<file path="src/design/cpu_pkg.sv">
`default_nettype none

package cpu_pkg;

  localparam int DATA_WIDTH   = 32;
  localparam int ADDR_WIDTH   = 8;
  localparam int REG_WIDTH    = 3;
  localparam int INSTR_WIDTH  = 16;
  localparam int OPCODE_WIDTH = 4;
  localparam int FUNCT_WIDTH  = 3;
  localparam int IMM_WIDTH    = 6;
  localparam int IMEM_DEPTH   = 256;
  localparam int DMEM_DEPTH   = 256;

  localparam logic [OPCODE_WIDTH-1:0] OP_NOP  = 4'h0;
  localparam logic [OPCODE_WIDTH-1:0] OP_ALU  = 4'h1;
  localparam logic [OPCODE_WIDTH-1:0] OP_ADDI = 4'h2;
  localparam logic [OPCODE_WIDTH-1:0] OP_LW   = 4'h3;
  localparam logic [OPCODE_WIDTH-1:0] OP_SW   = 4'h4;
  localparam logic [OPCODE_WIDTH-1:0] OP_BEQ  = 4'h5;
  localparam logic [OPCODE_WIDTH-1:0] OP_BNE  = 4'h6;
  localparam logic [OPCODE_WIDTH-1:0] OP_JAL  = 4'h7;

  localparam logic [FUNCT_WIDTH-1:0] FN_ADD = 3'd0;
  localparam logic [FUNCT_WIDTH-1:0] FN_SUB = 3'd1;
  localparam logic [FUNCT_WIDTH-1:0] FN_AND = 3'd2;
  localparam logic [FUNCT_WIDTH-1:0] FN_OR  = 3'd3;
  localparam logic [FUNCT_WIDTH-1:0] FN_XOR = 3'd4;
  localparam logic [FUNCT_WIDTH-1:0] FN_SLT = 3'd5;
  localparam logic [FUNCT_WIDTH-1:0] FN_SLL = 3'd6;
  localparam logic [FUNCT_WIDTH-1:0] FN_SRL = 3'd7;

  typedef struct packed {
    logic [OPCODE_WIDTH-1:0] opcode;
    logic [REG_WIDTH-1:0]    rd;
    logic [REG_WIDTH-1:0]    ra;
    logic [REG_WIDTH-1:0]    rb;
    logic [FUNCT_WIDTH-1:0]  funct;
  } instr_r_t;

  typedef struct packed {
    logic [OPCODE_WIDTH-1:0]     opcode;
    logic [REG_WIDTH-1:0]        rd;
    logic [REG_WIDTH-1:0]        ra;
    logic signed [IMM_WIDTH-1:0] imm6;
  } instr_i_t;

  // Same 16 bits, two decodings
  typedef union packed {
    instr_r_t r;
    instr_i_t i;
  } instr_u;

endpackage

`default_nettype wire

</file>
<file path="src/design/fetch_stage.sv">
`default_nettype none

module fetch_stage (
  input  wire logic                              clk_i,
  input  wire logic                              rst_i,
  input  wire logic                              imem_we_i,
  input  wire logic [cpu_pkg::ADDR_WIDTH-1:0]    imem_addr_i,
  input  wire logic [cpu_pkg::INSTR_WIDTH-1:0]   imem_data_i,
  input  wire logic                              redirect_i,
  input  wire logic [cpu_pkg::ADDR_WIDTH-1:0]    target_i,
  output logic                                   valid_o,
  output logic [cpu_pkg::ADDR_WIDTH-1:0]         pc_o,
  output cpu_pkg::instr_u                        instr_o
);

  logic [cpu_pkg::INSTR_WIDTH-1:0] imem [cpu_pkg::IMEM_DEPTH];
  logic [cpu_pkg::ADDR_WIDTH-1:0]  pc_q;

  // Program load port
  always_ff @(posedge clk_i) begin
    if (imem_we_i) begin
      imem[imem_addr_i] <= imem_data_i;
    end
  end

  always_ff @(posedge clk_i) begin
    if (!rst_i) begin
      pc_q    <= '0;
      valid_o <= 1'b0;
    end else begin
      pc_q    <= redirect_i ? target_i : pc_q + 1'b1;
      valid_o <= ~redirect_i; // Drop the wrong-path fetch
    end
  end

  // Fetch/decode payload
  always_ff @(posedge clk_i) begin
    pc_o    <= pc_q;
    instr_o <= imem[pc_q];
  end

endmodule

`default_nettype wire

</file>
<file path="config.mk">
export PLATFORM = sky130hd
export DESIGN_NAME = fetch_stage
export DESIGN_NICKNAME = d
export VERILOG_FILES = /design/src/design/cpu_pkg.sv /design/src/design/fetch_stage.sv
export SDC_FILE = /design/constraint.sdc
export NUM_CORES = 2
export LEC_CHECK = 0
export ABC_AREA = 0
export BUFFER_PORTS_ARGS = -buffer_cell sky130_fd_sc_hd__buf_2
export CORE_MARGIN = 3
export CORE_UTILIZATION = 61
export DETAILED_ROUTE_END_ITERATION = 16
export PLACE_DENSITY = 0.77
export SLEW_MARGIN = 20
export SYNTH_ARGS = -nofsm -noshare
export SYNTH_HDL_FRONTEND = slang
export SYNTH_SLANG_ARGS = --single-unit
</file>
<file path="constraint.sdc">
create_clock -name clk_i -period 7.66 [get_ports clk_i]
set_clock_uncertainty 0.15 [all_clocks]
set_input_delay 1.532 -clock clk_i [delete_from_list [all_inputs] [get_ports clk_i]]
set_output_delay 1.532 -clock clk_i [all_outputs]
set_load 0.01 [all_outputs]
</file>
==> results.sh <==
export IMPL_outcome="completed"
export IMPL_power_leakage_nw=55.1
export IMPL_start_util_pct=61.6
export IMPL_synth_edf_count=4096
export IMPL_rr_worst_depth=9
export IMPL_ctsHoldBuffers=0
export IMPL_synth_avg_cell_area_um2=22.2
export IMPL_grt_max_degree=213
export IMPL_placed_cell_area_um2=164000
export IMPL_worstPathRequired_ns=8.44
export IMPL_die_area_um2=267000
export IMPL_slew_violations=0
export IMPL_cts_tree="built"
export IMPL_holdWs_ns=0.436
export IMPL_grt_ovfl_total=0
export IMPL_port_buffers=60
export IMPL_cts_root_buffer="clkbuf_16"
export IMPL_yosys_top_cells_area="edfxtp_1 (77%), mux4_2 (14%), mux2i_1 (2.7%)"
export IMPL_setup_worst_path_end_class="register"
export IMPL_synthMostInstantiatedCell="edfxtp_1"
export IMPL_cp_max_fo=41
export IMPL_finalPower_mw=47.7
export IMPL_cts_max_level=5
export IMPL_yosysSeqAreaShare_pct=77.7
export IMPL_dp_hpwl_um=244000
export IMPL_ys_seq_elements=4129
export IMPL_period_share_pct=71.8
export IMPL_ys_types=72
export IMPL_tns_ns=0
export IMPL_syn_cell_area_um2=159000
export IMPL_fin_util_pct=68.7
export IMPL_critPathLaunchType="register"
export IMPL_drive_gt1_share_pct=26.2
export IMPL_cts_buffers=409
export IMPL_ys_flop_type="edfxtp_1"
export IMPL_multiInputGateArea_um2=33100
export IMPL_wl_per_cell_um=38.9
export IMPL_min_to="pc_o[4]$_DFF_P_"
export IMPL_vdd_ir_drop_max_mv=0.272
export IMPL_cts_setup_buffers=0
export IMPL_drcViolationCount=0
export IMPL_tightest_slew_ns=1.37
export IMPL_first_pass_iters=9
export IMPL_reg2reg_slack_ns=2.16
export IMPL_hold_path_class="register to register"
export IMPL_r2r_end="instr_o[15]$_DFF_P_"
export IMPL_synth_top_area_share_pct=77.3
export IMPL_route_vias_total=81600
export IMPL_max_cap_violations=0
export IMPL_cts_sinks=4129
export IMPL_slew_headroom_pct=7.55
export IMPL_final_antenna_net_count=0
export IMPL_drt_initial_drc_count=13900
export IMPL_viasPerCell=7.23
export IMPL_synth_nets=7199
export IMPL_core_area_um2=258000
export IMPL_die_h_um=517
export IMPL_clock_latency_ns=1.01
export IMPL_final_area_um2=177000
export IMPL_yosysWarnings=0
export IMPL_grt_pass1_wl_um=618000
export IMPL_cts_resized=0
export IMPL_setup_violations=0
export IMPL_antenna_found_initial=29
export IMPL_grt_pass1_vias=80800
export IMPL_routed_wl_um=438000
export IMPL_synth_top_cells_by_count="edfxtp_1 (4096), mux4_2 (962), mux2i_1 (431)"
export IMPL_synthArstFlopShare_pct=0
export IMPL_gp_congestion=0.938
export IMPL_syn_to_final_growth_pct=11.5
export IMPL_rsz0062_at_grt="false"
export IMPL_synthCells=7162
export IMPL_critPathArrivalTime_ns=6.28
export IMPL_min_path_cells=0
export IMPL_layout_area_seq_um2=124000
export IMPL_worstReg2RegStart="pc_q[3]$_SDFF_PN0_"
export IMPL_cts_buffer_depth=4
export IMPL_boundaryPins=61
export IMPL_grtUsageTotal_pct=33.2
export IMPL_die_w_um=517
export IMPL_clk_pin_slew_ns=0.06
export IMPL_layout_nets=7594
export IMPL_crit_type="register to register"
export IMPL_fillers=14700
export IMPL_fin_crit_ns=5.50
export IMPL_yosysTopAreaCell="edfxtp_1"
export IMPL_power_density_nw_per_um2=269
export IMPL_worstHoldStart="pc_q[4]$_SDFF_PN0_"
export IMPL_fmax_mhz=182
export IMPL_hold_viol_final=0
export IMPL_crit_start="pc_q[3]$_SDFF_PN0_"
export IMPL_rows=186
==> final cells by class <==
cell class	count	area share, %
flip-flops and latches	4129	69.7
multi-input cells	2596	18.6
clock buffers	490	6.01
well taps	3384	2.39
repair buffers	412	1.95
clock inverters	239	1.24
inverters	9	0.0282
diodes	17	0.0240
==> power by group <==
part	total, mW	internal (mW)	switching, mW
clock	19.6	11.2	8.38
sequential	25.0	24.9	0.0935
combinational	3.17	1.08	2.09
==> flip-flops by register name, indices dropped and copies added, names as in the netlist <==
name,count
imem,4096
instr_o,16
pc_o,8
pc_q,8
valid_o,1
==> stage by stage <==
stage	worst slack [ns]	std cells
after floorplan	3.81	7162
after global placement	2.40	10500
after detailed placement	2.53	10500
after CTS	2.53	11300
after global routing	2.38	11300
final	2.16	11300
==> placed cells by master (no fill, tap or decap), types with 11 or more instances in the layout <==
cell type,count
nand3_1,27
nor2_1,235
a221oi_1,69
nor3_1,14
nor2b_1,13
edfxtp_1,4096
bufinv_16,38
buf_4,321
nand4_1,17
a22oi_1,61
clkbuf_8,18
clkinv_1,88
diode_2,17
buf_12,29
clkinvlp_4,16
o21ai_0,108
o211ai_1,15
a211oi_1,15
o22ai_1,54
clkinv_2,82
clkbuf_16,413
and2_1,11
mux4_2,962
buf_2,45
nor2_2,62
dfxtp_1,26
a21oi_1,141
mux2i_1,431
nand2_1,141
o21ai_1,19
nor2_4,12
a31oi_1,16
clkbuf_1,73
o221ai_1,43
==> worst max-delay path by stage <==
| stage | slack (ns) | to |
|---|---|---|
| 6_report | 2.16 | instr_o[15]$_DFF_P_ |
| 5_1_grt | 2.38 | instr_o[8]$_DFF_P_ |
| 4_1_cts | 2.53 | instr_o[8]$_DFF_P_ |
| 3_5_place_dp | 2.53 | imem[218][6]$_DFFE_PP_ |
| 3_3_place_gp | 2.40 | instr_o[7]$_DFF_P_ |
| 2_1_floorplan | 3.81 | imem[235][0]$_DFFE_PP_ |
==> per-layer routing <==
metal	vias to the layer above	global-route usage (%)	wire length, um
met2	7215	49.4	201000
met5	-	0	148
met1	42000	45.6	145000
li1	31100	-	-
met3	1314	10.0	65300
met4	22	16.7	26800
==> cell families (layout without fill, tap and decap cells) <==
logic type	after synthesis	in the layout	synth area share, %
flip-flops	4129	4129	77.7
multiplexers	1403	1403	16.4
AO/OA/AOI/OAI	616	616	2.61
AND/OR/NAND/NOR	570	570	1.51
buffers and inverters	437	1150	1.69
XOR/XNOR	6	6	0.0330
adder cells (fa/ha/maj)	1	1	0.00787
other	0	17	0
==> critical path: stages, from the launching register on <==
cell and delay [ns]:
dfxtp_4 0.91, buf_4 0.69, nor2b_4 1.14, buf_4 0.48, buf_4 0.36, a22oi_1 0.17
o21ai_0 0.38, mux2i_1 0.19, o21ai_0 0.63, a32o_1 0.26
(Power assumes the default switching activity.)
