`src/design/cpu_pkg.sv`:
```
`default_nettype none

package cpu_pkg;

  localparam int DATA_WIDTH   = 32;
  localparam int ADDR_WIDTH   = 8;
  localparam int REG_WIDTH    = 3;
  localparam int INSTR_WIDTH  = 16;
  localparam int OPCODE_WIDTH = 4;
  localparam int FUNCT_WIDTH  = 3;
  localparam int IMM_WIDTH    = 6;
  localparam int IMEM_DEPTH   = 256;
  localparam int DMEM_DEPTH   = 256;

  localparam logic [OPCODE_WIDTH-1:0] OP_NOP  = 4'h0;
  localparam logic [OPCODE_WIDTH-1:0] OP_ALU  = 4'h1;
  localparam logic [OPCODE_WIDTH-1:0] OP_ADDI = 4'h2;
  localparam logic [OPCODE_WIDTH-1:0] OP_LW   = 4'h3;
  localparam logic [OPCODE_WIDTH-1:0] OP_SW   = 4'h4;
  localparam logic [OPCODE_WIDTH-1:0] OP_BEQ  = 4'h5;
  localparam logic [OPCODE_WIDTH-1:0] OP_BNE  = 4'h6;
  localparam logic [OPCODE_WIDTH-1:0] OP_JAL  = 4'h7;

  localparam logic [FUNCT_WIDTH-1:0] FN_ADD = 3'd0;
  localparam logic [FUNCT_WIDTH-1:0] FN_SUB = 3'd1;
  localparam logic [FUNCT_WIDTH-1:0] FN_AND = 3'd2;
  localparam logic [FUNCT_WIDTH-1:0] FN_OR  = 3'd3;
  localparam logic [FUNCT_WIDTH-1:0] FN_XOR = 3'd4;
  localparam logic [FUNCT_WIDTH-1:0] FN_SLT = 3'd5;
  localparam logic [FUNCT_WIDTH-1:0] FN_SLL = 3'd6;
  localparam logic [FUNCT_WIDTH-1:0] FN_SRL = 3'd7;

  typedef struct packed {
    logic [OPCODE_WIDTH-1:0] opcode;
    logic [REG_WIDTH-1:0]    rd;
    logic [REG_WIDTH-1:0]    ra;
    logic [REG_WIDTH-1:0]    rb;
    logic [FUNCT_WIDTH-1:0]  funct;
  } instr_r_t;

  typedef struct packed {
    logic [OPCODE_WIDTH-1:0]     opcode;
    logic [REG_WIDTH-1:0]        rd;
    logic [REG_WIDTH-1:0]        ra;
    logic signed [IMM_WIDTH-1:0] imm6;
  } instr_i_t;

  // Same 16 bits, two decodings
  typedef union packed {
    instr_r_t r;
    instr_i_t i;
  } instr_u;

endpackage

`default_nettype wire

```
`src/design/cpu_if.sv`:
```
`default_nettype none

// Decode to ALU
interface exec_if;
  logic                             valid;
  logic [cpu_pkg::ADDR_WIDTH-1:0]   pc;
  logic [cpu_pkg::OPCODE_WIDTH-1:0] opcode;
  logic [cpu_pkg::FUNCT_WIDTH-1:0]  funct;
  logic [cpu_pkg::REG_WIDTH-1:0]    rd;
  logic                             wr_en;
  logic [cpu_pkg::DATA_WIDTH-1:0]   a_data;
  logic [cpu_pkg::DATA_WIDTH-1:0]   b_data;
  logic [cpu_pkg::DATA_WIDTH-1:0]   imm;

  modport src (output valid, pc, opcode, funct, rd, wr_en, a_data, b_data, imm);
  modport dst (input valid, pc, opcode, funct, rd, wr_en, a_data, b_data, imm);
endinterface


`default_nettype wire

```
`src/design/decode_stage.sv`:
```
`default_nettype none

module decode_stage (
  input  wire logic                            clk_i,
  input  wire logic                            rst_i,
  input  wire logic                            valid_i,
  input  wire logic [cpu_pkg::ADDR_WIDTH-1:0]  pc_i,
  input  cpu_pkg::instr_u                      instr_i,
  input  wire logic                            flush_i,
  input  wire logic [cpu_pkg::DATA_WIDTH-1:0]  ra_data_i,
  input  wire logic [cpu_pkg::DATA_WIDTH-1:0]  rb_data_i,
  output logic [cpu_pkg::REG_WIDTH-1:0]        ra_addr_o,
  output logic [cpu_pkg::REG_WIDTH-1:0]        rb_addr_o,
  exec_if.src                                  ex_o
);

  logic [cpu_pkg::OPCODE_WIDTH-1:0] opcode;
  logic [cpu_pkg::FUNCT_WIDTH-1:0]  funct;
  logic [cpu_pkg::DATA_WIDTH-1:0]   imm;
  logic                             wr_en;

  always_comb begin
    opcode    = instr_i.r.opcode;
    ra_addr_o = instr_i.r.ra;
    rb_addr_o = instr_i.r.rb;
    funct     = cpu_pkg::FN_ADD;
    imm       = '0;
    wr_en     = 1'b0;
    if (opcode == cpu_pkg::OP_ALU) begin
      funct = instr_i.r.funct;
    end else begin
      imm = {{(cpu_pkg::DATA_WIDTH-cpu_pkg::IMM_WIDTH){instr_i.i.imm6[cpu_pkg::IMM_WIDTH-1]}},
             instr_i.i.imm6};
    end
    case (opcode)
      cpu_pkg::OP_ALU, cpu_pkg::OP_ADDI, cpu_pkg::OP_LW, cpu_pkg::OP_JAL: wr_en = 1'b1;
      cpu_pkg::OP_SW, cpu_pkg::OP_BEQ, cpu_pkg::OP_BNE: begin
        rb_addr_o = instr_i.i.rd; // rd is an operand here
      end
      cpu_pkg::OP_NOP: wr_en = 1'b0;
      default: wr_en = 1'b0;
    endcase
    if (instr_i.r.rd == '0) begin
      wr_en = 1'b0;
    end
  end

  always_ff @(posedge clk_i) begin
    if (!rst_i) begin
      ex_o.valid <= 1'b0;
    end else begin
      ex_o.valid <= valid_i & ~flush_i;
    end
  end

  always_ff @(posedge clk_i) begin
    ex_o.pc     <= pc_i;
    ex_o.opcode <= opcode;
    ex_o.funct  <= funct;
    ex_o.rd     <= instr_i.r.rd;
    ex_o.wr_en  <= wr_en;
    ex_o.a_data <= ra_data_i;
    ex_o.b_data <= rb_data_i;
    ex_o.imm    <= imm;
  end

endmodule

`default_nettype wire

```
`src/flat_wrapper.sv`:
```
// flat-port wrapper written by rule: the top's interface ports become plain ports
module decode_stage_flat 
  (clk_i, rst_i, valid_i, pc_i, instr_i, flush_i, ra_data_i, rb_data_i, ra_addr_o, rb_addr_o, ex_o_valid, ex_o_pc, ex_o_opcode, ex_o_funct, ex_o_rd, ex_o_wr_en, ex_o_a_data, ex_o_b_data, ex_o_imm);
  exec_if ex_o_i ();
  input  wire logic clk_i;
  input  wire logic rst_i;
  input  wire logic valid_i;
  input  wire logic [cpu_pkg::ADDR_WIDTH-1:0] pc_i;
  input  cpu_pkg::instr_u instr_i;
  input  wire logic flush_i;
  input  wire logic [cpu_pkg::DATA_WIDTH-1:0] ra_data_i;
  input  wire logic [cpu_pkg::DATA_WIDTH-1:0] rb_data_i;
  output logic [cpu_pkg::REG_WIDTH-1:0] ra_addr_o;
  output logic [cpu_pkg::REG_WIDTH-1:0] rb_addr_o;
  output wire logic [$bits(ex_o_i.valid)-1:0] ex_o_valid;
  output wire logic [$bits(ex_o_i.pc)-1:0] ex_o_pc;
  output wire logic [$bits(ex_o_i.opcode)-1:0] ex_o_opcode;
  output wire logic [$bits(ex_o_i.funct)-1:0] ex_o_funct;
  output wire logic [$bits(ex_o_i.rd)-1:0] ex_o_rd;
  output wire logic [$bits(ex_o_i.wr_en)-1:0] ex_o_wr_en;
  output wire logic [$bits(ex_o_i.a_data)-1:0] ex_o_a_data;
  output wire logic [$bits(ex_o_i.b_data)-1:0] ex_o_b_data;
  output wire logic [$bits(ex_o_i.imm)-1:0] ex_o_imm;
  assign ex_o_valid = ex_o_i.valid;
  assign ex_o_pc = ex_o_i.pc;
  assign ex_o_opcode = ex_o_i.opcode;
  assign ex_o_funct = ex_o_i.funct;
  assign ex_o_rd = ex_o_i.rd;
  assign ex_o_wr_en = ex_o_i.wr_en;
  assign ex_o_a_data = ex_o_i.a_data;
  assign ex_o_b_data = ex_o_i.b_data;
  assign ex_o_imm = ex_o_i.imm;
  decode_stage u_core (.clk_i(clk_i), .rst_i(rst_i), .valid_i(valid_i), .pc_i(pc_i), .instr_i(instr_i), .flush_i(flush_i), .ra_data_i(ra_data_i), .rb_data_i(rb_data_i), .ra_addr_o(ra_addr_o), .rb_addr_o(rb_addr_o), .ex_o(ex_o_i));
endmodule
```
`config.mk`:
```
export PLATFORM = sky130hd
export DESIGN_NAME = decode_stage_flat
export DESIGN_NICKNAME = d
export VERILOG_FILES = /design/src/design/cpu_pkg.sv /design/src/design/cpu_if.sv /design/src/design/decode_stage.sv /design/src/flat_wrapper.sv
export SDC_FILE = /design/constraint.sdc
export NUM_CORES = 1
export LEC_CHECK = 0
export BUFFER_PORTS_ARGS = -buffer_cell sky130_fd_sc_hd__buf_4
export CORE_MARGIN = 4
export CORE_UTILIZATION = 35
export DETAILED_ROUTE_END_ITERATION = 10
export HOLD_SLACK_MARGIN = 0.03
export PLACE_DENSITY = 0.78
export SETUP_SLACK_MARGIN = 0.05
export SLEW_MARGIN = 30
export SYNTH_ARGS = -nofsm -noshare
export SYNTH_HDL_FRONTEND = slang
export SYNTH_SLANG_ARGS = --single-unit
export TNS_END_PERCENT = 20
```
`constraint.sdc`:
```
create_clock -name clk_i -period 2.1 [get_ports clk_i]
set_input_delay 0.63 -clock clk_i [delete_from_list [all_inputs] [get_ports clk_i]]
set_output_delay 0.63 -clock clk_i [all_outputs]
set_load 0.02 [all_outputs]
```
==> results.yml, run 1 <==
yosys:
  synthTopCellsByArea: "dfxtp_1 82%, buf_4 9.9%, and2b_2 2.4%"
  syn-mean-instance-area_um2: 15.99
  synthCells: 138
  ys_seq_area_share_pct: 81.63
  ys_ff_latch: 90
  synth_top_area_share_pct: 81.63
  synth_nets: 230
  synth_edf_count: 0
  synth.distinct_cells: 12
  yosysMostFrequentCell: "dfxtp_1"
  synth_async_sr_flop_share_pct: 0
  synthFlopType: "dfxtp_1"
  synth_commonest_cells: "90 x dfxtp_1, 29 x buf_4, 6 x and2b_2"
  netlist_area_um2: 2207
  yosysWarnings: 0
  yosysTopAreaCell: "dfxtp_1"
global_routing:
  grt_max_degree: 28
  grt_use_total_pct: 15.26
  grt_util_met1_pct: 13.44
  gr-total-overflow: 0
  met2_usage_pct: 27.88
  grt_pass1_wl_um: 8611
  grt_util_met3_pct: 7.663
  first_global_vias: 1726
  antenna_found_initial: 0
  gr-max-usage-layer: "met2"
detailed_routing:
  wl_um: 6323
  drc: 0
  drt-pass1-iter-count: 4
  viasPerCell: 4.007
  wire_per_inst_um: 15.31
  drt-initial-drc-count: 37
  dr_total_vias: 1655
  drtAntennaViolNets: 0
status:
  status: "complete, but fails checks"
  violations: "negative setup slack"
setup_path:
  path_max_fanout: 3
  crit_type: "in -> out"
  endpoint_kind: "output port"
  worstPathArrival_ps: 1540
  worstSetupStartpointType: "primary input"
  cp.required_ps: 1470
timing:
  fin_hold_ws_ps: 380.8
  fin_crit_ps: 2173
  rsz0062_at_grt: "true"
  timing.final.crit_share_pct: 103.5
  clock.fmax_mhz: 460.1
  setup_viol: 3
  hold_violations: 0
  slew_viol_final: 0
  tightest_slew_ps: 396.5
  relSlewSlack_pct: 73.46
  fin_ws_ps: -73.40
clock_network:
  clk_pin_slew_ps: 90
  cts-htree-levels: 3
  cts_tree: "yes"
  ctsLongestPathBuffers: 2
  clock-sinks: 90
  cts_root_buf: "clkbuf_8"
  cts_buffers: 9
  post_cts_buffers: 0
layout:
  n_fill_cell: 491
  final_core_util_pct: 64.72
  layout.nets: 425
  fin_area_um2: 3900
  area_growth_syn_to_layout_pct: 76.70
  drive_gt1_share_pct: 72.19
  n_antenna_cell: 0
die:
  initial_core_util_pct: 36.63
  rows: 28
  dieWidth_um: 87.41
  core-area_um2: 6026
  die_area_um2: 7641
  die_h_um: 87.41
  ios: 214
placement:
  placed_area_um2: 3682
  dp_slack_ps: -125.7
  gp_congestion: 0.6807
  numPortBuffers: 207
hold_path:
  hold_path_class: "in -> reg"
power_and_ir_drop:
  p_per_area_nw_per_um2: 876.6
  leakage_nw: 1.964
  ir_drop_uv: 602.7
job:
  cap_violations: 0
## path summary, 6_finish.rpt
kind,slack [ps],cells after the start,end,startpoint
worst max-delay path,-70,4,rb_addr_o[0],instr_i[13]
worst min-delay path,380,1,u_core.ex_o.b_data[28]$_DFF_P_,rb_data_i[28]
## cell type report
type / instances / area [um^2] / area share, %
Inverter: 1 / 6.256 / 0.1604
Multi-Input combinational cell: 18 / 195.2 / 5.005
Sequential cell: 90 / 1802 / 46.20
Tap cell: 75 / 93.84 / 2.406
Timing Repair Buffer: 213 / 1622 / 41.58
Clock inverter: 7 / 57.56 / 1.476
Clock buffer: 9 / 123.9 / 3.176
## kinds of logic after synthesis
family,Yosys count,synth area share (%)
flip-flops,90,81.63
multiplexers,3,1.531
adder cells (fa/ha/maj),1,0.4535
buffers and inverters,30,10.03
AO/OA/AOI/OAI,1,0.9071
AND/OR/NAND/NOR,13,5.442
## critical path, cell delays in order
cell,delay (ps)
buf_6,100
a211oi_4,340
mux2_4,340
buf_6,130
## layer usage
| layer | share of wire (%) | vias up | wire, um |
|---|---|---|---|
| li1 | - | 791 | - |
| met1 | 29 | 739 | 1848 |
| met2 | 55 | 109 | 3497 |
| met3 | 13 | 16 | 805 |
| met4 | 2.7 | 0 | 172 |
| met5 | 0 | - | 0 |
## power breakdown
part / total [mW] / switching [mW] / internal, mW
registers: 1.82 / 0.0243 / 1.80
clock network: 1.06 / 0.607 / 0.448
logic: 0.542 / 0.259 / 0.283
## cells in the final DEF, fill, tap and decap left out
| cell | Yosys | routed |
|---|---|---|
| buf_6 | 0 | 6 |
| and2b_2 | 6 | 6 |
| nor4b_4 | 1 | 1 |
| nor3_1 | 1 | 1 |
| mux2_4 | 0 | 3 |
| clkinv_2 | 0 | 1 |
| inv_4 | 0 | 1 |
| inv_6 | 0 | 3 |
| and2_2 | 3 | 3 |
| buf_4 | 29 | 207 |
| a211oi_4 | 1 | 1 |
| dfxtp_1 | 90 | 90 |
| clkinvlp_4 | 0 | 2 |
| nor3b_1 | 1 | 1 |
| maj3_1 | 1 | 1 |
| inv_8 | 0 | 1 |
| and3b_1 | 1 | 1 |
| clkbuf_8 | 0 | 9 |
## sequential cells by signal, summed over array words and instances, names as in the netlist
| register | flops |
|---|---|
| u_core.ex_o.valid | 1 |
| u_core.ex_o.funct | 3 |
| u_core.ex_o.opcode | 4 |
| u_core.ex_o.b_data | 32 |
| u_core.ex_o.a_data | 32 |
| u_core.ex_o.wr_en | 1 |
| u_core.ex_o.imm | 6 |
| u_core.ex_o.rd | 3 |
| u_core.ex_o.pc | 8 |
## what timing repair did
item,in CTS,in global routing
pin swaps,1,1
endpoints found under the setup margin,3,3
hold buffers,0,0
resized for setup,10,0
## metrics by stage
step	cells	power [mW]	setup TNS, ps
floorplan	138	2.102	0
global placement	397	2.391	-356.6
detailed placement	397	2.402	-354.5
CTS	413	3.472	-246.2
global route	413	3.553	-297.3
finish	413	3.419	-212.6
Note: power is estimated with default switching activity, not from simulation.
==> run 2, diff against run 1 <==
--- a/config.mk
+++ b/config.mk
@@ -6,11 +6,12 @@
 export NUM_CORES = 1
 export LEC_CHECK = 0
 export BUFFER_PORTS_ARGS = -buffer_cell sky130_fd_sc_hd__buf_4
+export CORE_ASPECT_RATIO = 1.2
 export CORE_MARGIN = 4
 export CORE_UTILIZATION = 35
 export DETAILED_ROUTE_END_ITERATION = 10
 export HOLD_SLACK_MARGIN = 0.03
-export PLACE_DENSITY = 0.78
+export PLACE_DENSITY_LB_ADDON = 0.12
 export SETUP_SLACK_MARGIN = 0.05
 export SLEW_MARGIN = 30
 export SYNTH_ARGS = -nofsm -noshare
==> results.yml, run 2 (synthesized netlist as in run 1, its figures left out) <==
status:
  status: "complete, but fails checks"
  violations: "negative setup slack"
global_routing:
  first_global_vias: 1625
  grt_use_total_pct: 15.65
  antenna_found_initial: 0
  grt_max_degree: 28
  gr-total-overflow: 0
  grt_pass1_wl_um: 8556
detailed_routing:
  wl_um: 6258
  drt-initial-drc-count: 36
  dr_total_vias: 1648
  wire_per_inst_um: 14.90
  drtAntennaViolNets: 0
  drc: 0
  drt-pass1-iter-count: 4
  viasPerCell: 3.924
setup_path:
  max_stage_delay_ps: 350
  endpoint_kind: "output port"
  slowest_stage: "a211oi_4"
  cp_num_cells: 4
  crit_start: "instr_i[13]"
  critPathTopFamily: "compound AO/OA/AOI/OAI gates"
  worstSetupStartpointType: "primary input"
  crit_type: "in -> out"
  worstPathArrival_ps: 1560
  path_max_fanout: 3
  cp.required_ps: 1470
  endpoint: "rb_addr_o[2]"
  path_cells: "buf_8 > a211oi_4 > mux2_4 > buf_6"
  crit_buf_inv: 2
timing:
  relSlewSlack_pct: 70.03
  slew_viol_final: 0
  hold_violations: 0
  tightest_slew_ps: 447.7
  rsz0062_at_grt: "true"
  fin_ws_ps: -85.73
  timing.final.crit_share_pct: 104.1
  fin_setup_tns_ps: -248.2
  fin_crit_ps: 2186
  clock.fmax_mhz: 457.5
  setup_viol: 3
die:
  ios: 214
  dieWidth_um: 80.49
  core-area_um2: 6090
  initial_core_util_pct: 36.24
  die_h_um: 94.99
  rows: 31
  die_area_um2: 7646
clock_network:
  clk_pin_slew_ps: 90
  cts_buffers: 9
  cts_root_buf: "clkbuf_8"
  ctsLongestPathBuffers: 2
  clock-sinks: 90
  cts-hold-fix-buffers: 0
  cts_tree: "yes"
  cts-htree-levels: 3
placement:
  placed_area_um2: 3691
  gp_congestion: 0.7310
  hpwlAfterDp_um: 5166
  numPortBuffers: 207
  dp_slack_ps: -137.0
layout:
  layout_common_cells: "207 x buf_4, 90 x dfxtp_1, 9 x clkbuf_8"
  drive_gt1_share_pct: 71.89
  fin_area_um2: 3931
  layout.nets: 425
  reg_top3: "u_core.ex_o.a_data x32, u_core.ex_o.b_data x32, u_core.ex_o.pc x8"
  final_common_cell: "buf_4"
  n_antenna_cell: 0
  area_growth_syn_to_layout_pct: 78.12
power_and_ir_drop:
  ir_drop_uv: 518.4
  p_per_area_nw_per_um2: 899.8
  leakage_nw: 1.980
hold_path:
  hold_path_class: "in -> reg"
job:
  cap_violations: 0
==> run 2: per-stage QoR <==
step	total power, mW	utilization, %	hold WS [ps]	std cells
after floorplan	2.102	-	657.7	138
after global placement	2.390	60.61	734.3	404
after detailed placement	2.397	60.61	735.5	404
after CTS	3.586	64.43	352.9	420
after global routing	3.690	64.56	348.3	420
final	3.538	64.56	373.8	420
==> run 2: layer usage <==
layer / GRT usage [%] / routed length [um] / vias to the layer above
li1: - / - / 792
met1: 13.94 / 1854 / 725
met2: 27.07 / 3319 / 120
met3: 8.874 / 946 / 11
met4: 9.437 / 138 / 0
met5: 0 / 0 / -
==> run 2: worst min path at each step <==
stage / start / depth (start not counted) / end / slack (ps)
after floorplan: ra_data_i[0] / 0 / u_core.ex_o.a_data[0]$_DFF_P_ / 660
after global placement: ra_data_i[29] / 1 / u_core.ex_o.a_data[29]$_DFF_P_ / 730
after detailed placement: ra_data_i[27] / 1 / u_core.ex_o.a_data[27]$_DFF_P_ / 740
after CTS: rb_data_i[16] / 1 / u_core.ex_o.b_data[16]$_DFF_P_ / 350
after global routing: rb_data_i[15] / 1 / u_core.ex_o.b_data[15]$_DFF_P_ / 350
final: rb_data_i[13] / 1 / u_core.ex_o.b_data[13]$_DFF_P_ / 370
==> run 2: timing repair <==
item                                    4_1_cts  5_1_grt
pin swaps                                     1        1
buffers inserted                              0        0
endpoints found under the hold margin         0        0
endpoints found under the setup margin        3        3
resized for setup                             9        2
==> run 2: power breakdown <==
part           total, mW  internal (mW)  switching [mW]
combinational      0.541          0.284           0.258
sequential          1.82           1.80          0.0226
clock               1.18          0.568           0.609
total               3.54           2.65           0.890
==> run 2: cell type report <==
type / instances / area (um^2)
fill: 484 / 2158
inverter: 1 / 6.256
sequential: 90 / 1802
timing repair buffer: 213 / 1625
multi-input combinational: 18 / 195.2
tap: 82 / 102.6
clock inverter: 6 / 72.57
clock buffer: 10 / 127.6
