## src/design/cpu_pkg.sv

```systemverilog
`default_nettype none

package cpu_pkg;

  localparam int DATA_WIDTH   = 32;
  localparam int ADDR_WIDTH   = 8;
  localparam int REG_WIDTH    = 3;
  localparam int INSTR_WIDTH  = 16;
  localparam int OPCODE_WIDTH = 4;
  localparam int FUNCT_WIDTH  = 3;
  localparam int IMM_WIDTH    = 6;
  localparam int IMEM_DEPTH   = 256;
  localparam int DMEM_DEPTH   = 256;

  localparam logic [OPCODE_WIDTH-1:0] OP_NOP  = 4'h0;
  localparam logic [OPCODE_WIDTH-1:0] OP_ALU  = 4'h1;
  localparam logic [OPCODE_WIDTH-1:0] OP_ADDI = 4'h2;
  localparam logic [OPCODE_WIDTH-1:0] OP_LW   = 4'h3;
  localparam logic [OPCODE_WIDTH-1:0] OP_SW   = 4'h4;
  localparam logic [OPCODE_WIDTH-1:0] OP_BEQ  = 4'h5;
  localparam logic [OPCODE_WIDTH-1:0] OP_BNE  = 4'h6;
  localparam logic [OPCODE_WIDTH-1:0] OP_JAL  = 4'h7;

  localparam logic [FUNCT_WIDTH-1:0] FN_ADD = 3'd0;
  localparam logic [FUNCT_WIDTH-1:0] FN_SUB = 3'd1;
  localparam logic [FUNCT_WIDTH-1:0] FN_AND = 3'd2;
  localparam logic [FUNCT_WIDTH-1:0] FN_OR  = 3'd3;
  localparam logic [FUNCT_WIDTH-1:0] FN_XOR = 3'd4;
  localparam logic [FUNCT_WIDTH-1:0] FN_SLT = 3'd5;
  localparam logic [FUNCT_WIDTH-1:0] FN_SLL = 3'd6;
  localparam logic [FUNCT_WIDTH-1:0] FN_SRL = 3'd7;

  typedef struct packed {
    logic [OPCODE_WIDTH-1:0] opcode;
    logic [REG_WIDTH-1:0]    rd;
    logic [REG_WIDTH-1:0]    ra;
    logic [REG_WIDTH-1:0]    rb;
    logic [FUNCT_WIDTH-1:0]  funct;
  } instr_r_t;

  typedef struct packed {
    logic [OPCODE_WIDTH-1:0]     opcode;
    logic [REG_WIDTH-1:0]        rd;
    logic [REG_WIDTH-1:0]        ra;
    logic signed [IMM_WIDTH-1:0] imm6;
  } instr_i_t;

  // Same 16 bits, two decodings
  typedef union packed {
    instr_r_t r;
    instr_i_t i;
  } instr_u;

endpackage

`default_nettype wire

```

## src/design/cpu_if.sv

```systemverilog
`default_nettype none


// Writeback to register file and retire port
interface wb_if;
  logic                           valid;
  logic [cpu_pkg::ADDR_WIDTH-1:0] pc;
  logic [cpu_pkg::REG_WIDTH-1:0]  rd;
  logic                           wr_en;
  logic [cpu_pkg::DATA_WIDTH-1:0] data;

  modport src (output valid, pc, rd, wr_en, data);
  modport dst (input valid, pc, rd, wr_en, data);
endinterface

`default_nettype wire

```

## src/design/reg_bank.sv

```systemverilog
`default_nettype none

module reg_bank (
  input  wire logic                            clk_i,
  input  wire logic                            rst_i,
  input  wire logic [cpu_pkg::REG_WIDTH-1:0]   ra_addr_i,
  input  wire logic [cpu_pkg::REG_WIDTH-1:0]   rb_addr_i,
  wb_if.dst                                    wb_i,
  output logic [cpu_pkg::DATA_WIDTH-1:0]       ra_data_o,
  output logic [cpu_pkg::DATA_WIDTH-1:0]       rb_data_o
);

  logic [cpu_pkg::DATA_WIDTH-1:0] regs [2**cpu_pkg::REG_WIDTH];

  always_ff @(posedge clk_i) begin
    if (!rst_i) begin
      for (int i = 0; i < 2**cpu_pkg::REG_WIDTH; i++) begin
        regs[i] <= '0;
      end
    end else if (wb_i.valid && wb_i.wr_en) begin
      regs[wb_i.rd] <= wb_i.data;
    end
  end

  // No bypass, r0 hardwired
  assign ra_data_o = (ra_addr_i == '0) ? '0 : regs[ra_addr_i];
  assign rb_data_o = (rb_addr_i == '0) ? '0 : regs[rb_addr_i];

endmodule

`default_nettype wire

```

## src/flat_wrapper.sv

```systemverilog
// flat-port wrapper written by rule: the top's interface ports become plain ports
module reg_bank_flat 
  (clk_i, rst_i, ra_addr_i, rb_addr_i, ra_data_o, rb_data_o, wb_i_valid, wb_i_pc, wb_i_rd, wb_i_wr_en, wb_i_data);
  wb_if wb_i_i ();
  input  wire logic clk_i;
  input  wire logic rst_i;
  input  wire logic [cpu_pkg::REG_WIDTH-1:0] ra_addr_i;
  input  wire logic [cpu_pkg::REG_WIDTH-1:0] rb_addr_i;
  output logic [cpu_pkg::DATA_WIDTH-1:0] ra_data_o;
  output logic [cpu_pkg::DATA_WIDTH-1:0] rb_data_o;
  input wire logic [$bits(wb_i_i.valid)-1:0] wb_i_valid;
  input wire logic [$bits(wb_i_i.pc)-1:0] wb_i_pc;
  input wire logic [$bits(wb_i_i.rd)-1:0] wb_i_rd;
  input wire logic [$bits(wb_i_i.wr_en)-1:0] wb_i_wr_en;
  input wire logic [$bits(wb_i_i.data)-1:0] wb_i_data;
  assign wb_i_i.valid = wb_i_valid;
  assign wb_i_i.pc = wb_i_pc;
  assign wb_i_i.rd = wb_i_rd;
  assign wb_i_i.wr_en = wb_i_wr_en;
  assign wb_i_i.data = wb_i_data;
  reg_bank u_core (.clk_i(clk_i), .rst_i(rst_i), .ra_addr_i(ra_addr_i), .rb_addr_i(rb_addr_i), .wb_i(wb_i_i), .ra_data_o(ra_data_o), .rb_data_o(rb_data_o));
endmodule
```

## config.mk

```make
export PLATFORM = sky130hd
export DESIGN_NAME = reg_bank_flat
export DESIGN_NICKNAME = d
export VERILOG_FILES = /design/src/design/cpu_pkg.sv /design/src/design/cpu_if.sv /design/src/design/reg_bank.sv /design/src/flat_wrapper.sv
export SDC_FILE = /design/constraint.sdc
export NUM_CORES = 1
export LEC_CHECK = 0
export ABC_CLOCK_PERIOD_IN_PS = 8850
export BUFFER_PORTS_ARGS = -buffer_cell sky130_fd_sc_hd__buf_2
export CORE_ASPECT_RATIO = 1.1
export CORE_MARGIN = 3
export CORE_UTILIZATION = 50
export DETAILED_ROUTE_END_ITERATION = 10
export GPL_TIMING_DRIVEN = 0
export PLACE_DENSITY = 0.74
export SLEW_MARGIN = 10
export SYNTH_ARGS = -nofsm -noshare
export SYNTH_HDL_FRONTEND = slang
export SYNTH_SLANG_ARGS = --single-unit
export TNS_END_PERCENT = 30
```

## constraint.sdc

```tcl
create_clock -name clk_i -period 8.85 [get_ports clk_i]
set_clock_uncertainty 0.15 [all_clocks]
set_input_delay 0.885 -clock clk_i [delete_from_list [all_inputs] [get_ports clk_i]]
set_output_delay 0.885 -clock clk_i [all_outputs]
set_load 0.005 [all_outputs]
```

==> run summary, run 1 <==
Outcome -> complete, no violations
Slew Viols, Final -> 0
Pin slew with the least headroom to its limit -> 0.9081 ns
Avg Cell Area, Syn -> 14.78 sq um
Num CTS Buffers -> 23
CP max FO -> 10
Slew headroom -> 39.46%
Crit path launch -> rb_addr_i[2]
Num ports -> 117
Worst VDD drop -> 0.1204 mV
Fin util -> 58.67%
Post-synth cell types -> 32
PnR Total Power -> 2.587 mW
#FFs+latches synth -> 224
Reg clk slew, reported paths -> 0.07 ns
Die span in y -> 175.1 um
Max-capacitance violation count -> 0
LEAKAGE -> 5.711 nW
Post-CTS Setup Bufs -> 0
TritonCTS clock tree -> yes
Placed cell areas -> 14190 sq um
Worst hold path type -> primary input to flop
Setup TNS -> 0 ns
TritonCTS sink count -> 224
Largest net degree at the start of global routing -> 20
Starting Density -> 51.12%
Largest register FFs -> 224
Fmax -> 288.1 MHz
Drt via density -> 5.907
Final Hold Fails -> 0
Mapped Area -> 12990 sq um
Routed length per instance -> 25.64 um
Post-Route WL -> 35290 um
Area Overhead vs Synth -> 14.76%
Core ar. -> 25420 sq um
Root Driver -> clkbuf_16
CTS Buffer Depth -> 3
Synth Warn # -> 0
Largest regs -> u_core.regs x224
TritonRoute pass-1 iters -> 5
Fin crit share -> 39.21%
Count of final setup violators -> 0
WP data arrival -> 2.44 ns
Worst hold slack -> 0.5655 ns
Setup crit end kind -> primary output
Seq/Total Area, Yosys -> 51.77%
Commonest non-fill, non-tap cell in the layout -> and2_1
DRC -> 0
H-tree depth -> 1
Congestion Overflow GR -> 0
Syn_nets -> 932
Site Rows -> 61
Vias in the first global route -> 8688
Fin crit period -> 3.470 ns
End of the critical path -> rb_data_o[16]
Syn Inst Count -> 879
Startpoint types -> primary input
Unrepaired setup endpoints after global routing -> false
Die width -> 159.7 um
Most frequent cells in the layout -> 226 x and2_1, 224 x edfxtp_1, 128 x mux2i_1, 119 x buf_2, 116 x a221oi_2
GRT Util Overall -> 25.06%
Share of layout cells above drive strength 1 -> 36.81%
Resize count post-CTS -> 0
GPL Wtd Cong -> 0.7900
Hold Buf Count CTS -> 0
Post-DRT Antenna Nets -> 0
Die ar. -> 27960 sq um
Port bufs -> 101
Iter 0 DRT Violations -> 638
Dpl hpwl -> 23650 um
Initial antenna violation count -> 3
WS Path Type -> primary input to primary output
Global-route wire length before repair -> 52760 um
Critical Path RT -> 7.82 ns
Top reg by flops -> u_core.regs
Design Area, Final -> 14910 sq um
Via count -> 8128
Power per Cell Area -> 173.5 nW/um^2
Nets -> 1065
[worst min-delay path by stage]
stage | end | cells after the start | slack (ns) | from
after floorplan | u_core.regs[1][0]$_SDFFCE_PN0P_ | 1 | 0.93 | wb_i_data[0]
after global placement | u_core.regs[2][16]$_SDFFCE_PN0P_ | 2 | 1.08 | wb_i_data[16]
after detailed placement | u_core.regs[6][16]$_SDFFCE_PN0P_ | 2 | 1.09 | wb_i_data[16]
after CTS | u_core.regs[4][16]$_SDFFCE_PN0P_ | 2 | 0.56 | wb_i_data[16]
after global routing | u_core.regs[6][30]$_SDFFCE_PN0P_ | 2 | 0.57 | wb_i_data[30]
final | u_core.regs[2][30]$_SDFFCE_PN0P_ | 2 | 0.57 | wb_i_data[30]
[critical path, cell delays in order]
cell and delay (ns):
buf_2 0.18, clkbuf_1 0.71, a221oi_1 0.18, a221oi_2 0.30, buf_2 0.17
[final cells by class]
type                    count  area [sq um]
inverters                   1         3.754
repair buffers            108         690.7
clock inverters            14         131.4
flip-flops and latches    224          6726
fillers                  1980         10500
plain buffers              82         695.7
multi-input cells         572          5637
clock buffers              26         586.8
well taps                 346         432.9
diodes                      3         7.507
[Yosys cell counts]
| library cell | number | area (sq um) |
|---|---|---|
| o21ai_0 | 6 | 30.03 |
| nand2b_4 | 2 | 27.53 |
| nor2b_1 | 3 | 18.77 |
| edfxtp_1 | 224 | 6726 |
| mux2_2 | 12 | 135.1 |
| mux2i_1 | 128 | 1281 |
| clkbuf_2 | 3 | 15.01 |
| buf_6 | 34 | 382.9 |
| clkbuf_1 | 9 | 33.78 |
| mux2_4 | 13 | 195.2 |
| nand2_1 | 1 | 3.750 |
| nand2_4 | 1 | 11.26 |
| a22o_1 | 1 | 8.760 |
| nor2_4 | 6 | 67.56 |
| and2b_2 | 1 | 8.760 |
| nand4_4 | 1 | 21.27 |
| a221oi_1 | 10 | 87.58 |
| nor2b_4 | 1 | 13.76 |
| and2_1 | 226 | 1414 |
| a221oi_2 | 116 | 1742 |
| inv_1 | 1 | 3.750 |
| a21oi_2 | 1 | 8.760 |
| nand4b_4 | 1 | 23.77 |
| buf_8 | 4 | 60.06 |
| buf_12 | 1 | 20.02 |
| buf_2 | 18 | 90.09 |
| mux2_1 | 39 | 439.2 |
| nor3_4 | 1 | 16.27 |
| or2b_1 | 1 | 7.510 |
| buf_4 | 12 | 90.09 |
| buf_1 | 1 | 3.750 |
| a31oi_1 | 1 | 6.260 |
[logic make-up (layout without fill, tap and decap cells)]
kind of cell,count (synthesis),count (layout),synth area share [%]
compound gates,135,135,14.49
buf+inv,83,231,5.383
flops,224,224,51.77
mux,192,192,15.78
other cells,0,3,0
simple gates,245,245,12.58
[routing by layer]
| layer | vias up | track usage, % | routed length (um) |
|---|---|---|---|
| li1 | 3690 | - | - |
| met1 | 4052 | 32.00 | 14250 |
| met2 | 318 | 43.64 | 17670 |
| met3 | 66 | 3.983 | 2378 |
| met4 | 2 | 8.355 | 968 |
| met5 | - | 0 | 13 |
[where the power goes]
| group | internal, mW | switching (mW) | total (mW) |
|---|---|---|---|
| logic | 0.161 | 0.218 | 0.379 |
| clock network | 0.536 | 0.410 | 0.946 |
| registers | 1.23 | 0.0329 | 1.26 |
| total | 1.93 | 0.661 | 2.59 |
[stage by stage]
stage	setup slack (ns)	instances
2_1_floorplan	4.680	879
3_3_place_gp	2.076	1326
3_5_place_dp	5.443	1333
4_1_cts	5.395	1373
5_1_grt	5.377	1374
6_report	5.380	1376
(Power assumes the default switching activity.)
==> run 2, diff against run 1 <==
--- a/config.mk
+++ b/config.mk
@@ -5,14 +5,14 @@
 export SDC_FILE = /design/constraint.sdc
 export NUM_CORES = 1
 export LEC_CHECK = 0
-export ABC_CLOCK_PERIOD_IN_PS = 8850
+export ABC_CLOCK_PERIOD_IN_PS = 3000
 export BUFFER_PORTS_ARGS = -buffer_cell sky130_fd_sc_hd__buf_2
 export CORE_ASPECT_RATIO = 1.1
 export CORE_MARGIN = 3
 export CORE_UTILIZATION = 50
 export DETAILED_ROUTE_END_ITERATION = 10
 export GPL_TIMING_DRIVEN = 0
-export PLACE_DENSITY = 0.74
+export PLACE_DENSITY = 0.77
 export SLEW_MARGIN = 10
 export SYNTH_ARGS = -nofsm -noshare
 export SYNTH_HDL_FRONTEND = slang
==> constraint.sdc (replaced) <==
create_clock -name clk_i -period 3 [get_ports clk_i]
set_clock_uncertainty 0.15 [all_clocks]
set_input_delay 0.3 -clock clk_i [delete_from_list [all_inputs] [get_ports clk_i]]
set_output_delay 0.3 -clock clk_i [all_outputs]
set_load 0.005 [all_outputs]
==> run summary, run 2 (synthesis results as in run 1) <==
LEAKAGE -> 5.866 nW
Clock share of power -> 36.0%
Switch Pwr -> 1.923 mW
Commonest non-fill, non-tap cell in the layout -> and2_1
Die ar. -> 27960 sq um
Internal power -> 5.710 mW
Dpl hpwl -> 23690 um
Largest register FFs -> 224
Root Driver -> clkbuf_16
Site Rows -> 61
Inst Count DP -> 1335
Initial antenna violation count -> 0
Setup crit end kind -> primary output
Unrepaired setup endpoints after global routing -> false
Startpoint types -> flop
Flop pwr share -> 48.8%
Post-Route WL -> 35600 um
GRT Util Overall -> 25.04%
Critical Path RT -> 2.55 ns
Share of layout cells above drive strength 1 -> 35.60%
Design Area, Final -> 15250 sq um
GPL Wtd Cong -> 0.7795
Vias in the first global route -> 8750
Global-route wire length before repair -> 52870 um
Largest net degree at the start of global routing -> 24
Power per Cell Area -> 500.6 nW/um^2
Final Non-Filler Cells -> 1405
Post-CTS Setup Bufs -> 0
Worst hold path type -> primary input to flop
Post-DRT Antenna Nets -> 0
Reg clk slew, reported paths -> 0.06 ns
Antenna Cells -> 0
Final Hold Fails -> 0
Num CTS Buffers -> 23
Count of final setup violators -> 0
Fin crit period -> 2.295 ns
Fin crit share -> 76.50%
Slew Viols, Final -> 0
Combinational power share -> 15.2%
TritonRoute pass-1 iters -> 5
Worst hold slack -> 0.008446 ns
Switching share of total power -> 25.19%
CTS Buffer Depth -> 3
Drt via density -> 5.924
Congestion Overflow GR -> 0
Routed length per instance -> 25.34 um
WP data arrival -> 1.84 ns
Fin util -> 60.00%
Outcome -> complete, no violations
Core ar. -> 25420 sq um
Slowest CP cell -> edfxtp_1
Largest regs -> u_core.regs x224
CP max FO -> 2
Fmax -> 435.8 MHz
Worst VDD drop -> 0.3328 mV
Most frequent cells in the layout -> 226 x and2_1, 224 x edfxtp_1, 128 x mux2i_1, 119 x buf_2, 116 x a221oi_2
Via count -> 8323
Critical-path cell list -> mux2_2 > a221oi_1 > a221oi_2 > buf_2
CP peak stage delay -> 0.41 ns
Slew headroom -> 36.49%
PnR Total Power -> 7.633 mW
Max-capacitance violation count -> 0
Placed cell areas -> 14240 sq um
H-tree depth -> 1
Port bufs -> 101
Die span in y -> 175.1 um
Fillers -> 1912
Die width -> 159.7 um
Pin slew with the least headroom to its limit -> 0.9527 ns
Top reg by flops -> u_core.regs
Area Overhead vs Synth -> 17.35%
Num ports -> 117
TritonCTS sink count -> 224
Nets -> 1097
WS Path Type -> flop to primary output
DRC -> 0
Starting Density -> 51.12%
Iter 0 DRT Violations -> 646
TritonCTS clock tree -> yes
-- run 2: final cells by class --
cell class | instances | area [sq um] | area share, %
buffer | 82 | 695.7 | 4.562
sequential | 224 | 6726 | 44.11
clock buffer | 27 | 590.6 | 3.873
timing repair buffer | 140 | 1046 | 6.860
tap | 346 | 432.9 | 2.839
multi-input combinational | 572 | 5637 | 36.97
inverter | 1 | 3.754 | 0.02462
clock inverter | 13 | 116.4 | 0.7631
-- run 2: layer usage --
layer	vias to the layer above	GRT usage (%)	part of all wire [%]
met5	-	0	0
met4	0	9.376	3.3
met3	70	3.011	6.4
met2	312	43.28	50
met1	4179	32.48	41
li1	3762	-	-
-- run 2: critical path: cells and delay by family (launching register included) --
kind	cells	cell delay, ns
buf+inv	1	0.16
compound gates	2	0.48
flops	1	0.41
mux	1	0.29
-- run 2: stage by stage --
step                TNS, ns  setup slack, ns
floorplan            -90.81          -0.5797
global placement    -505.78           -3.170
detailed placement        0           0.6830
CTS                       0           0.7094
global route              0           0.6216
finish                    0           0.7051
-- run 2: path summary, 6_finish.rpt --
kind / from / to / cells after the start
worst min-delay path: wb_i_data[15] / u_core.regs[5][15]$_SDFFCE_PN0P_ / 2
worst max-delay path: u_core.regs[1][31]$_SDFFCE_PN0P_ / rb_data_o[31] / 4
-- run 2: timing repair --
item,CTS,global route
hold endpoints to repair,183,0
hold buffers,30,0
gates resized for setup,0,0
-- run 2: power groups by stage --
stage / Clock [mW] / Sequential (mW) / Combinational, mW
finish: 2.75 / 3.72 / 1.16
global route: 2.89 / 3.74 / 1.23
CTS: 2.76 / 3.72 / 1.16
detailed placement: 0 / 3.78 / 1.12
global placement: 0 / 3.79 / 1.06
floorplan: 0 / 3.77 / 0.702
==> run 3, diff against run 2 <==
--- a/config.mk
+++ b/config.mk
@@ -5,14 +5,14 @@
 export SDC_FILE = /design/constraint.sdc
 export NUM_CORES = 1
 export LEC_CHECK = 0
-export ABC_CLOCK_PERIOD_IN_PS = 3000
+export ABC_CLOCK_PERIOD_IN_PS = 2340
 export BUFFER_PORTS_ARGS = -buffer_cell sky130_fd_sc_hd__buf_2
 export CORE_ASPECT_RATIO = 1.1
 export CORE_MARGIN = 3
 export CORE_UTILIZATION = 50
 export DETAILED_ROUTE_END_ITERATION = 10
 export GPL_TIMING_DRIVEN = 0
-export PLACE_DENSITY = 0.77
+export PLACE_DENSITY = 0.74
 export SLEW_MARGIN = 10
 export SYNTH_ARGS = -nofsm -noshare
 export SYNTH_HDL_FRONTEND = slang
==> constraint.sdc (replaced) <==
create_clock -name clk_i -period 2.34 [get_ports clk_i]
set_clock_uncertainty 0.15 [all_clocks]
set_input_delay 0.234 -clock clk_i [delete_from_list [all_inputs] [get_ports clk_i]]
set_output_delay 0.234 -clock clk_i [all_outputs]
set_load 0.005 [all_outputs]
==> run summary, run 3 (synthesis results as in run 1) <==
Post-DRT Antenna Nets -> 0
Fmax -> 446.8 MHz
Unrepaired setup endpoints after global routing -> false
Most frequent cells in the layout -> 226 x and2_1, 224 x edfxtp_1, 128 x mux2i_1, 119 x buf_2, 116 x a221oi_2
Outcome -> complete, no violations
Max-capacitance violation count -> 0
Site Rows -> 61
Setup TNS -> 0 ns
Inst Count DP -> 1333
Root Driver -> clkbuf_16
CTS Buffer Depth -> 3
Largest register FFs -> 224
Post-CTS Setup Bufs -> 0
Die width -> 159.7 um
GRT Util Overall -> 24.84%
CP max FO -> 2
Top reg by flops -> u_core.regs
Worst path bufs/invs -> 1
FF/Latch Area -> 6726 sq um
Core ar. -> 25420 sq um
Worst hold path type -> primary input to flop
Hold Path Sink -> u_core.regs[7][18]$_SDFFCE_PN0P_
Slew headroom -> 40.52%
Final Non-Filler Cells -> 1406
Slew Viols, Final -> 0
Pre-CTS setup slack -> -0.09595 ns
Global-route wire length before repair -> 52300 um
CP peak stage delay -> 0.41 ns
Num ports -> 117
Dpl hpwl -> 23450 um
Critical Path RT -> 1.96 ns
Initial antenna violation count -> 0
WS Path Type -> flop to primary output
Reg clk slew, reported paths -> 0.06 ns
Placed cell areas -> 14190 sq um
TritonRoute pass-1 iters -> 5
TritonCTS sink count -> 224
Die span in y -> 175.1 um
LEAKAGE -> 5.866 nW
GPL Wtd Cong -> 0.7920
Vias in the first global route -> 8665
Iter 0 DRT Violations -> 646
Post-Route WL -> 35190 um
Cells on Worst Hold Path -> 2
Area Overhead vs Synth -> 17.35%
PnR Total Power -> 9.924 mW
Starting Density -> 51.12%
Die ar. -> 27960 sq um
Routed length per instance -> 25.03 um
TritonCTS clock tree -> yes
H-tree depth -> 1
Largest net degree at the start of global routing -> 19
Share of layout cells above drive strength 1 -> 35.57%
Startpoint types -> flop
Antenna Cells -> 0
Drt via density -> 5.920
Fin crit period -> 2.238 ns
Nets -> 1097
Via count -> 8324
WP data arrival -> 1.85 ns
Hold path start -> rst_i
DRC -> 0
Fillers -> 1981
Area of the multi-input gates -> 5637 sq um
Power per Cell Area -> 650.8 nW/um^2
Largest regs -> u_core.regs x224
Critical-path cell list -> mux2_2 > a221oi_1 > a221oi_2 > buf_2
Design Area, Final -> 15250 sq um
Final Hold Fails -> 0
Congestion Overflow GR -> 0
Setup crit end kind -> primary output
Setup WS post-layout -> 0.1020 ns
Worst VDD drop -> 0.4847 mV
Port bufs -> 101
Count of final setup violators -> 0
Largest delay share family, worst path -> compound AO/OA/AOI/OAI gates
Commonest non-fill, non-tap cell in the layout -> and2_1
Fin crit share -> 95.64%
Pin slew with the least headroom to its limit -> 0.8889 ns
Resize count post-CTS -> 0
Num CTS Buffers -> 23
Slowest CP cell -> edfxtp_1
## run 3: area by class of cell
cell class | instances | area share [%]
Sequential cell | 224 | 44.11
Multi-Input combinational cell | 572 | 36.97
Timing Repair Buffer | 140 | 6.630
Buffer | 82 | 4.562
Clock buffer | 25 | 3.824
Tap cell | 346 | 2.839
Clock inverter | 16 | 1.042
Inverter | 1 | 0.02462
## run 3: how the worst max path moves through the flow
stage                                                start                         endpoint  slack [ns]  cells past startpoint
after global routing      u_core.regs[1][15]$_SDFFCE_PN0P_                    rb_data_o[15]        0.07                      4
after global placement                          wb_i_valid  u_core.regs[7][9]$_SDFFCE_PN0P_       -1.99                      3
final                     u_core.regs[1][15]$_SDFFCE_PN0P_                    rb_data_o[15]        0.10                      4
after floorplan                                      rst_i  u_core.regs[3][0]$_SDFFCE_PN0P_       -0.32                      3
after detailed placement                             rst_i  u_core.regs[2][9]$_SDFFCE_PN0P_        -0.1                      5
after CTS                 u_core.regs[1][15]$_SDFFCE_PN0P_                    rb_data_o[15]        0.13                      4
## run 3: what timing repair did
| item | CTS | global route |
|---|---|---|
| setup endpoints to repair | 0 | 0 |
| hold buffers | 32 | 0 |
| hold endpoints to repair | 224 | 0 |
## run 3: power by group
group	total (mW)	switching [mW]	internal [mW]
sequential	4.77	0.122	4.65
combinational	1.47	0.827	0.645
clock	3.68	1.55	2.13
total	9.92	2.50	7.42
## run 3: layer usage
layer	vias up	share of wire, %	global-route usage [%]
met2	326	50	43.32
met5	-	0	0
met3	62	8.0	4.979
li1	3758	-	-
met1	4178	40	31.50
met4	0	2.5	7.078
## run 3: through the flow
step / hold WS [ns] / util [%]
finish: 0.2191 / 60.00
floorplan: 0.2822 / -
global route: 0.2274 / 60.00
detailed placement: 0.4329 / 55.82
CTS: 0.2120 / 60.00
global placement: 0.4291 / 54.82
